[src/hw/mspi_macros.svh]
// Buffer depth and CSR byte addresses of the SPI master.
// Included by the RTL and the testbench wherever a size or an address is needed.
`ifndef MSPI_MACROS_SVH
`define MSPI_MACROS_SVH

// words per buffer, same for tx and rx
`define MSPI_BUF_SIZE      256

////////////////////////////////////////////////////////////
// csr byte addresses on the 13-bit avmm address
////////////////////////////////////////////////////////////
`define MSPI_ADDR_CMD      13'h000   // go, last_word
`define MSPI_ADDR_STATUS   13'h00c   // busy, inta

// buffer windows
`define MSPI_TX_BASE       13'h200   // write only
`define MSPI_RX_BASE       13'h1000  // read only

`endif

[src/hw/mspi_pkg.sv]
// Types shared by the SPI master blocks.
// Import where a word, the command layout or the engine state is needed.
package mspi_pkg;

   // one buffer / bus word
   typedef logic [31:0] mspi_word_t;

   // command register layout
   typedef struct packed {
      logic [15:0] rsvd_hi;    // stored, no function
      logic [7:0]  last_word;  // word count minus one
      logic [6:0]  rsvd_lo;    // stored, no function
      logic        go;         // start, cleared at end of transfer
   } mspi_cmd_t;

   // shift engine states
   typedef enum logic [1:0] {
      st_idle,
      st_load,   // tx word into shift reg
      st_shift,  // 32 sck periods
      st_store   // rx word into buffer
   } mspi_state_e;

endpackage

[src/hw/mspi_engine.sv]
// Shift side of the SPI master, all in sclk.
// On a rising go it walks tx words 0..last_word out MSB-first in mode 0
// and writes each received word into the rx buffer at the same index.
`timescale 1ns/100ps
`include "mspi_macros.svh"

module mspi_engine #(
   parameter int BUF_SIZE = `MSPI_BUF_SIZE
) (
   input  logic                        sclk,
   input  logic                        rst_n,         // already synced to sclk
   input  mspi_pkg::mspi_cmd_t         cmd_reg,       // avmm domain
   output logic [$clog2(BUF_SIZE)-1:0] tx_buf_raddr,
   input  mspi_pkg::mspi_word_t        tx_buf_rdata,
   output logic                        rx_buf_we,
   output logic [$clog2(BUF_SIZE)-1:0] rx_buf_waddr,
   output mspi_pkg::mspi_word_t        rx_buf_wdata,
   output logic                        spi_active,
   output logic                        spi_sck,
   output logic                        spi_cs_n,
   output logic                        spi_mosi,
   input  logic                        spi_miso
);

   import mspi_pkg::*;

   localparam int BUF_AW = $clog2(BUF_SIZE);

   mspi_state_e       state;
   logic              go_sclk, go_d1, go_rise;
   logic [BUF_AW-1:0] word_idx;   // word being shifted
   logic [BUF_AW-1:0] last_idx;   // sampled at start
   logic [5:0]        bit_cnt;    // two counts per sck period
   mspi_word_t        shreg;      // tx out at top, rx in at bottom
   logic              miso_q;     // bit taken at sck rise

   spi_bitsync u_go_sync (
      .clk      (sclk),
      .rst_n    (rst_n),
      .data_in  (cmd_reg.go),
      .data_out (go_sclk)
   );

   assign go_rise = go_sclk & ~go_d1;

   ////////////////////////////////////////////////////////////
   // transfer fsm
   ////////////////////////////////////////////////////////////
   always_ff @(posedge sclk) begin
      if (!rst_n) begin
         state        <= st_idle;
         go_d1        <= 1'b0;
         word_idx     <= '0;
         last_idx     <= '0;
         tx_buf_raddr <= '0;     // ram shows word 0 while idle
         bit_cnt      <= '0;
         spi_active   <= 1'b0;
         spi_sck      <= 1'b0;
         spi_cs_n     <= 1'b1;
      end
      else begin
         go_d1 <= go_sclk;
         case (state)
            st_idle: begin
               if (go_rise) begin
                  state      <= st_load;
                  word_idx   <= '0;
                  last_idx   <= BUF_AW'(cmd_reg.last_word);  // stable while go set
                  spi_active <= 1'b1;
                  spi_cs_n   <= 1'b0;
               end
            end
            st_load: begin
               state   <= st_shift;
               bit_cnt <= '0;
               // prefetch next word, it has the whole shift time to arrive
               if (word_idx != last_idx) tx_buf_raddr <= word_idx + 1'b1;
            end
            st_shift: begin
               spi_sck <= ~bit_cnt[0];            // rise on even, fall on odd
               bit_cnt <= bit_cnt + 1'b1;
               if (bit_cnt == 6'd63) state <= st_store;  // last fall
            end
            st_store: begin
               if (word_idx == last_idx) begin
                  state        <= st_idle;
                  spi_active   <= 1'b0;    // drops with the last rx write
                  spi_cs_n     <= 1'b1;
                  tx_buf_raddr <= '0;
               end
               else begin
                  state    <= st_load;
                  word_idx <= word_idx + 1'b1;
               end
            end
            default: state <= st_idle;
         endcase
      end
   end

   ////////////////////////////////////////////////////////////
   // shift datapath
   ////////////////////////////////////////////////////////////
   always_ff @(posedge sclk) begin
      if (state == st_load)
         shreg <= tx_buf_rdata;
      else if (state == st_shift && bit_cnt[0])
         shreg <= {shreg[30:0], miso_q};   // mosi moves after sck fall

      if (state == st_shift && !bit_cnt[0])
         miso_q <= spi_miso;               // sample at sck rise
   end

   assign spi_mosi = shreg[31] & ~spi_cs_n;   // quiet low between transfers

   // rx write happens in the store cycle
   assign rx_buf_we    = (state == st_store);
   assign rx_buf_waddr = word_idx;
   assign rx_buf_wdata = shreg;

   // never fetch past the count the host gave
   a_raddr_bound : assert property (@(posedge sclk) disable iff (!rst_n)
      spi_active |-> (tx_buf_raddr <= last_idx));

   // mode 0, clock parked low outside the frame
   a_sck_idle : assert property (@(posedge sclk) disable iff (!rst_n)
      spi_cs_n |-> !spi_sck);

endmodule

[src/hw/spi_bitsync.sv]
// Two-flop synchronizer for a single level signal.
// Used for busy into avmm_clk, go into sclk, and the sclk-domain reset.
`timescale 1ns/100ps

module spi_bitsync (
   input  logic clk,
   input  logic rst_n,     // sync reset, active low
   input  logic data_in,   // async level
   output logic data_out   // level in clk domain
);

   logic meta;  // first stage, may go metastable

   always_ff @(posedge clk) begin
      if (!rst_n) begin
         meta     <= 1'b0;
         data_out <= 1'b0;
      end
      else begin
         meta     <= data_in;
         data_out <= meta;   // second stage settles
      end
   end

endmodule

[config.mk]
export PLATFORM = sky130hd
export DESIGN_NAME = mspi_engine
export DESIGN_NICKNAME = d
export VERILOG_FILES = /design/src/hw/mspi_pkg.sv /design/src/hw/mspi_engine.sv /design/src/hw/spi_bitsync.sv
export VERILOG_INCLUDE_DIRS = /design/src /design/src/hw
export SDC_FILE = /design/constraint.sdc
export NUM_CORES = 1
export LEC_CHECK = 0
export ABC_AREA = 0
export BUFFER_PORTS_ARGS = -buffer_cell sky130_fd_sc_hd__buf_2
export CORE_UTILIZATION = 45
export DETAILED_ROUTE_END_ITERATION = 8
export PLACE_DENSITY = 0.76
export SYNTH_ARGS = -nofsm -noshare
export SYNTH_HDL_FRONTEND = slang
export SYNTH_SLANG_ARGS = --single-unit
[constraint.sdc]
create_clock -name sclk -period 2.51 [get_ports sclk]
set_input_delay 0.3765 -clock sclk [delete_from_list [all_inputs] [get_ports sclk]]
set_output_delay 0.3765 -clock sclk [all_outputs]
set_load 0.005 [all_outputs]
==> results.txt, run 1 <==
run status = complete, no violations
post-layout instance count excluding filler cells = 488
number of buffers and inverters on the critical path = 1
number of max-capacitance violations reported = 0
Die Height = 88.2 microns
remaining antenna violation count = 0
max-slew violation count = 0
WP data arrival = 2.35 ns
highest metal layer with signal wires = met4
category of the worst setup path launch point = register
overall global routing resource usage = 17.8%
number of vias per cell after detailed routing = 5.09
Seq/Total Area, Yosys = 52.3%
number of cell rows = 31
placeable core region = 7210 sq um
# H-tree levels = 3
post-CTS sizing = 0
routed wire length on met2 = 3260 microns
gp weighted congestion = 0.817
maximum cell stage delay along the critical path = 0.55 ns
routed wire length per instance = 13.8 microns
number of buffers on the longest clock path = 2
Post-Synthesis Mean Instance Area = 11.6 sq um
kind of cell with the highest combined delay on the critical path = simple AND/OR/NAND/NOR gates
final worst path period share = 85.9%
CTS buffer count = 9
slack of the worst reg-to-reg path = 0.35 ns
drt first-iter violations = 179
number of storage elements in the synthesis netlist = 71
n_diodes = 0
nature of the critical path endpoint = register
CTS tree = done
router iterations before antenna repair = 4
P&R area growth vs syn = 24.0%
netlist area before placement = 3350 sq um
footprint of the multi-input gates = 1480 sq um
via count of the first global-routing pass = 2280
share of cells above drive strength 1 = 41.6%
total of fill cells in the finished design = 628
Syn. warnings = 0
Cells after DPL = 472
library cell with the highest instance count after synthesis = sky130_fd_sc_hd__dfxtp_1
setup bufs post-CTS = 0
list of cells traversed by the critical path = xor2_1 -> nor4_2 -> nand2_1 -> buf_4 -> o21ai_0 -> a2111oi_2
Worst Min Path Start = spi_miso
buffers added on ports = 96
slowest cell on the critical path = sky130_fd_sc_hd__dfxtp_1
Peak VDD IR = 0.440 mV
cell types occupying the most area after synthesis = sky130_fd_sc_hd__edfxtp_1, sky130_fd_sc_hd__dfxtp_1, sky130_fd_sc_hd__mux2_2, sky130_fd_sc_hd__xor2_1, sky130_fd_sc_hd__mux2i_1
share of async-settable or async-resettable flops after synthesis = 0%
Tightest Pin Transition = 0.734 ns
number of instances on the worst hold path = 1
clock transition time at the flip-flop clock pins of the worst setup and hold paths = 0.08 ns
routed length on met1 = 2970 microns
Top-Level Pins = 120
Remaining DRCs = 0
global-route wire length before repair = 10500 microns
die width = 88.2 microns
Mapped Cells = 289
maximum number of pins on one net before global-route repair = 33
number of cells on the worst reg-to-reg path = 6
final-layout setup total negative slack = 0 ns
leakage dissipation = 0.00172 uW
worst min-delay path endpoint = miso_q$_DFFE_PP_
Post-CTS Hold Fix Bufs = 0
final critical path time including I/O delays and setup = 2.16 ns
number of synthesized flops with an enable pin = 33
fmax = 464 MHz
starting utilization of the core area = 46.4%
most common flop cell mapped by yosys = sky130_fd_sc_hd__dfxtp_1
clock root buffer = sky130_fd_sc_hd__clkbuf_8
post-synthesis net count = 363
Met3 Routed Length = 366 microns
wire length after detailed routing = 6730 microns
flip-flop and latch area = 1750 sq um
clock tree sinks = 71
worst-path maximum fanout = 13
library cell with the largest summed area after synthesis = sky130_fd_sc_hd__edfxtp_1
total of endpoints with negative setup slack in the final report = 0
Post-DP HPWL = 4880 microns
library cells used by synthesis = 40
setup repair after global routing missed its margin = false
die outline area = 7790 sq um
clock tree skew after final layout = 0.00824 ns
top cell type's share of synthesized area = 29.6%
Max transition margin = 51.0%
Setup Crit Path Kind = reg -> reg
final hold violation count = 0
number of antenna violations at the first check in global routing = 0
total gr overflow = 0
top cells by count, synth = sky130_fd_sc_hd__dfxtp_1, sky130_fd_sc_hd__edfxtp_1, sky130_fd_sc_hd__mux2_2, sky130_fd_sc_hd__nand3_1
via count = 2484
insertion delay of the later-clocked pin in the worst-skew pair = 0.34 ns
Reg2Reg Capture Point = tx_buf_raddr[7]$_SDFFE_PN0P_
power density of the placed cells = 1050 nW/um^2
Worst Hold Class = in -> reg
Data required, critical path = 2.71 ns
final net count = 458
startpoint of the worst-slack reg-to-reg timing path = rx_buf_waddr[3]$_SDFFE_PN0P_
[routing by layer]
| metal | track usage, % | up-vias |
|---|---|---|
| met5 | 0 | - |
| met4 | 9.68 | 0 |
| met1 | 22.0 | 1147 |
| met3 | 2.99 | 10 |
| li1 | - | 1244 |
| met2 | 29.8 | 83 |
[power by group]
group	switching [uW]	leakage [uW]	internal, uW
clock	439	0.000105	560
combinational	853	0.00100	728
sequential	142	0.000614	1640
total	1430	0.00172	2930
[flip-flops by register name (all words and copies together) (netlist names), 2 cells and up]
name	cells
rx_buf_waddr	8
state	2
rx_buf_wdata	32
tx_buf_raddr	8
bit_cnt	6
last_idx	8
[layout make-up]
| type | count | area share, % |
|---|---|---|
| sequential | 71 | 42.2 |
| multi-input combinational | 193 | 35.6 |
| timing repair buffer | 105 | 13.5 |
| clock buffer | 9 | 2.99 |
| tap | 99 | 2.99 |
| clock inverter | 7 | 2.35 |
| inverter | 4 | 0.362 |
[kinds of logic (layout without fill, tap and decap cells)]
group / after synthesis / after routing / share of synthesized area [%]
compound gates: 57 / 57 / 12.1
mux: 42 / 42 / 13.8
xor+xnor: 18 / 18 / 4.71
simple gates: 69 / 69 / 10.8
flops: 71 / 71 / 52.3
fa+ha+maj: 7 / 7 / 2.62
buf+inv: 25 / 125 / 3.63
[layout by cell type (no fill, tap or decap), types with 5 or more instances in the layout]
cell                        synthesis  layout
sky130_fd_sc_hd__buf_2              1      96
sky130_fd_sc_hd__dfxtp_1           38      38
sky130_fd_sc_hd__edfxtp_1          33      33
sky130_fd_sc_hd__mux2_2            32      32
sky130_fd_sc_hd__nand3_1           16      16
sky130_fd_sc_hd__a21oi_1           14      14
sky130_fd_sc_hd__nor2_1            14      14
sky130_fd_sc_hd__xor2_1            13      13
sky130_fd_sc_hd__nand2_1           13      13
sky130_fd_sc_hd__o21ai_1           11      11
sky130_fd_sc_hd__mux2i_1           10      10
sky130_fd_sc_hd__clkbuf_8           0       9
sky130_fd_sc_hd__buf_4              1       8
sky130_fd_sc_hd__ha_1               7       6
sky130_fd_sc_hd__a2111oi_2          5       5
sky130_fd_sc_hd__xnor2_1            5       5
sky130_fd_sc_hd__a211oi_1           5       5
sky130_fd_sc_hd__a31oi_1            5       5
[worst max-delay path by stage]
stage / from / end / slack, ns / cells after the start
finish: rx_buf_waddr[3]$_SDFFE_PN0P_ / tx_buf_raddr[7]$_SDFFE_PN0P_ / 0.35 / 6
global route: rx_buf_waddr[3]$_SDFFE_PN0P_ / tx_buf_raddr[7]$_SDFFE_PN0P_ / 0.17 / 6
CTS: rx_buf_waddr[3]$_SDFFE_PN0P_ / tx_buf_raddr[7]$_SDFFE_PN0P_ / 0.36 / 6
detailed placement: rx_buf_waddr[3]$_SDFFE_PN0P_ / tx_buf_raddr[7]$_SDFFE_PN0P_ / 0.37 / 6
global placement: rx_buf_waddr[3]$_SDFFE_PN0P_ / tx_buf_raddr[7]$_SDFFE_PN0P_ / 0.43 / 6
floorplan: state[1]$_SDFFE_PN0P_ / rx_buf_wdata[0]$_DFFE_PP_ / 0.07 / 6
[metrics by stage]
step / worst slack [ns] / power, uW / hold WS, ns / instance area [sq um] / util, %
global route: 0.169 / 4620 / 0.194 / 4150 / 57.5
detailed placement: 0.368 / 3400 / 0.418 / 3930 / 54.4
global placement: 0.434 / 3350 / 0.416 / 3930 / 54.4
CTS: 0.357 / 4400 / 0.199 / 4150 / 57.5
floorplan: 0.0705 / 2910 / 0.412 / 3350 / -
finish: 0.355 / 4360 / 0.210 / 4150 / 57.5
Power figures use the tool's default switching activity.
==> run 2, diff against run 1 <==
--- a/config.mk
+++ b/config.mk
@@ -8,6 +8,7 @@
 export LEC_CHECK = 0
 export ABC_AREA = 0
 export BUFFER_PORTS_ARGS = -buffer_cell sky130_fd_sc_hd__buf_2
+export CORE_ASPECT_RATIO = 2
 export CORE_UTILIZATION = 45
 export DETAILED_ROUTE_END_ITERATION = 8
 export PLACE_DENSITY = 0.76
==> run 2 against run 1 <==
  * Flip-flop and latch count unchanged
  * Largest power group unchanged
  * Critical endpoint is now tx_buf_raddr[0]$_SDFFE_PN0P_
  * Die area increased by 0.27%
  * Final cell count fell by 1.8%
  * Hold slack improved by 0.010 ns
  * Non-clock buffer count fell by 2
  * Clock power increased by 23%
  * Register-to-register slack improved by 0.17 ns
==> results.txt, run 2 (same netlist as run 1, synthesis figures left out) <==
Max transition margin = 51.1% (was 51.0%)
most crowded layer after global routing = met2 (unchanged)
setup repair after global routing missed its margin = false (unchanged)
buffers added on ports = 96 (unchanged)
via count = 2504 (was 2484)
met1 Resource Use GR = 18.8% (was 22.0%)
insertion delay of the later-clocked pin in the worst-skew pair = 0.33 ns (was 0.34 ns)
clock transition time at the flip-flop clock pins of the worst setup and hold paths = 0.05 ns (was 0.08 ns)
global-route wire length before repair = 11200 microns (was 10500 microns)
met3 Use GR = 5.77% (was 2.99%)
Remaining DRCs = 0 (unchanged)
commonest cells after routing, fill and taps aside = sky130_fd_sc_hd__buf_2, sky130_fd_sc_hd__dfxtp_1, sky130_fd_sc_hd__edfxtp_1 (unchanged)
starting utilization of the core area = 46.4% (about the same)
via count of the first global-routing pass = 2415 (was 2280)
total of fill cells in the finished design = 599 (was 628)
CTS buffer count = 9 (unchanged)
placeable core region = 7210 sq um (about the same)
commonest non-fill, non-tap cell in the layout = sky130_fd_sc_hd__buf_2 (unchanged)
remaining antenna violation count = 0 (unchanged)
Post-DP HPWL = 5110 microns (was 4880 microns)
Reg2Reg Capture Point = tx_buf_raddr[0]$_SDFFE_PN0P_ (was tx_buf_raddr[7]$_SDFFE_PN0P_)
met2 GRT Util = 35.4% (was 29.8%)
run status = complete, no violations (unchanged)
wire length after detailed routing = 6850 microns (was 6730 microns)
WP data arrival = 2.21 ns (was 2.35 ns)
number of buffers on the longest clock path = 2 (unchanged)
total gr overflow = 0 (unchanged)
maximum number of pins on one net before global-route repair = 33 (unchanged)
number of cell rows = 44 (was 31)
overall global routing resource usage = 19.1% (was 17.8%)
Worst Hold Class = in -> reg (unchanged)
die width = 63.0 microns (was 88.2 microns)
router iterations before antenna repair = 4 (unchanged)
number of max-capacitance violations reported = 0 (unchanged)
worst min-delay path endpoint = miso_q$_DFFE_PP_ (unchanged)
Top-Level Pins = 120 (unchanged)
worst-path maximum fanout = 23 (was 13)
fmax = 504 MHz (was 464 MHz)
Worst Min Path Start = spi_miso (unchanged)
drt first-iter violations = 65 (was 179)
Data required, critical path = 2.74 ns (was 2.71 ns)
max-slew violation count = 0 (unchanged)
clock tree skew after final layout = 0.00568 ns (was 0.00824 ns)
setup bufs post-CTS = 0 (unchanged)
final-layout setup total negative slack = 0 ns (unchanged)
number of flip-flops in the largest register = 32 (unchanged)
Peak VDD IR = 0.453 mV (was 0.440 mV)
post-layout utilization of the core = 58.2% (was 57.5%)
share of cells above drive strength 1 = 40.8% (was 41.6%)
Post-CTS Hold Fix Bufs = 0 (unchanged)
flip-flop and latch area = 1750 sq um (unchanged)
Die Height = 124 microns (was 88.2 microns)
total of endpoints with negative setup slack in the final report = 0 (unchanged)
number of instances on the worst hold path = 1 (unchanged)
nature of the critical path endpoint = register (unchanged)
final worst path period share = 79.1% (was 85.9%)
category of the worst setup path launch point = register (unchanged)
clock tree sinks = 71 (unchanged)
final net count = 456 (was 458)
number of cells on the worst reg-to-reg path = 6 (unchanged)
clock root buffer = sky130_fd_sc_hd__clkbuf_16 (was sky130_fd_sc_hd__clkbuf_8)
power density of the placed cells = 1100 nW/um^2 (was 1050 nW/um^2)
die outline area = 7810 sq um (was 7790 sq um)
Setup Crit Path Kind = reg -> reg (unchanged)
final critical path time including I/O delays and setup = 1.98 ns (was 2.16 ns)
n_diodes = 0 (unchanged)
CTS tree = done (unchanged)
slack of the worst reg-to-reg path = 0.53 ns (was 0.35 ns)
number of antenna violations at the first check in global routing = 0 (unchanged)
startpoint of the worst-slack reg-to-reg timing path = rx_buf_waddr[3]$_SDFFE_PN0P_ (unchanged)
Tightest Pin Transition = 0.733 ns (was 0.734 ns)
leakage dissipation = 0.00175 uW (was 0.00172 uW)
final hold violation count = 0 (unchanged)
post-CTS sizing = 0 (unchanged)
routed wire length per instance = 14.3 microns (was 13.8 microns)
footprint of the multi-input gates = 1480 sq um (unchanged)
# H-tree levels = 3 (unchanged)
number of vias per cell after detailed routing = 5.23 (was 5.09)
gp weighted congestion = 0.773 (was 0.817)
P&R area growth vs syn = 25.3% (was 24.0%)
[run 2: layout make-up]
class                      count  share of cell area [%]
sequential                    71                    41.8
tap                           92                    2.74
clock buffer                  12                    5.88
inverter                       4                   0.358
clock inverter                 4                    1.07
multi-input combinational    193                    35.2
timing repair buffer         103                    13.0
[run 2: worst max-delay path by stage]
| stage | to | from |
|---|---|---|
| 2_1_floorplan | rx_buf_wdata[0]$_DFFE_PP_ | state[1]$_SDFFE_PN0P_ |
| 3_5_place_dp | tx_buf_raddr[0]$_SDFFE_PN0P_ | rx_buf_waddr[3]$_SDFFE_PN0P_ |
| 6_report | tx_buf_raddr[0]$_SDFFE_PN0P_ | rx_buf_waddr[3]$_SDFFE_PN0P_ |
| 4_1_cts | rx_buf_waddr[7]$_SDFFE_PN0P_ | state[0]$_SDFFE_PN0P_ |
| 5_1_grt | tx_buf_raddr[0]$_SDFFE_PN0P_ | rx_buf_waddr[3]$_SDFFE_PN0P_ |
| 3_3_place_gp | rx_buf_waddr[7]$_SDFFE_PN0P_ | state[0]$_SDFFE_PN0P_ |
[run 2: metal layers]
metal	up-vias	routed length, microns
li1	1245	-
met1	1162	2660
met2	88	3700
met3	9	346
met4	0	137
met5	-	0
[run 2: report_power, final]
group | internal [uW] | leakage [uW] | switching (uW)
Clock | 790 | 0.000146 | 440
Combinational | 734 | 0.000988 | 851
Sequential | 1650 | 0.000614 | 150
Total | 3170 | 0.00175 | 1440
[run 2: stage by stage]
stage          setup WS (ns)  std cells  hold WS (ns)  area [sq um]  power, uW
4_1_cts                0.541        479         0.206          4200       4680
3_3_place_gp           0.584        463         0.413          3900       3370
3_5_place_dp           0.555        463         0.421          3900       3430
6_report               0.525        479         0.220          4200       4610
5_1_grt                0.395        479         0.218          4200       4890
2_1_floorplan         0.0705        289         0.412          3350       2910
[run 2: critical path, stage by stage (launching register included)]
cell and delay (ns):
sky130_fd_sc_hd__dfxtp_1 0.53, sky130_fd_sc_hd__xor2_1 0.13, sky130_fd_sc_hd__nor4_2 0.40, sky130_fd_sc_hd__nand2_1 0.09, sky130_fd_sc_hd__buf_4 0.23, sky130_fd_sc_hd__and4b_1 0.23, sky130_fd_sc_hd__a2111oi_2 0.26
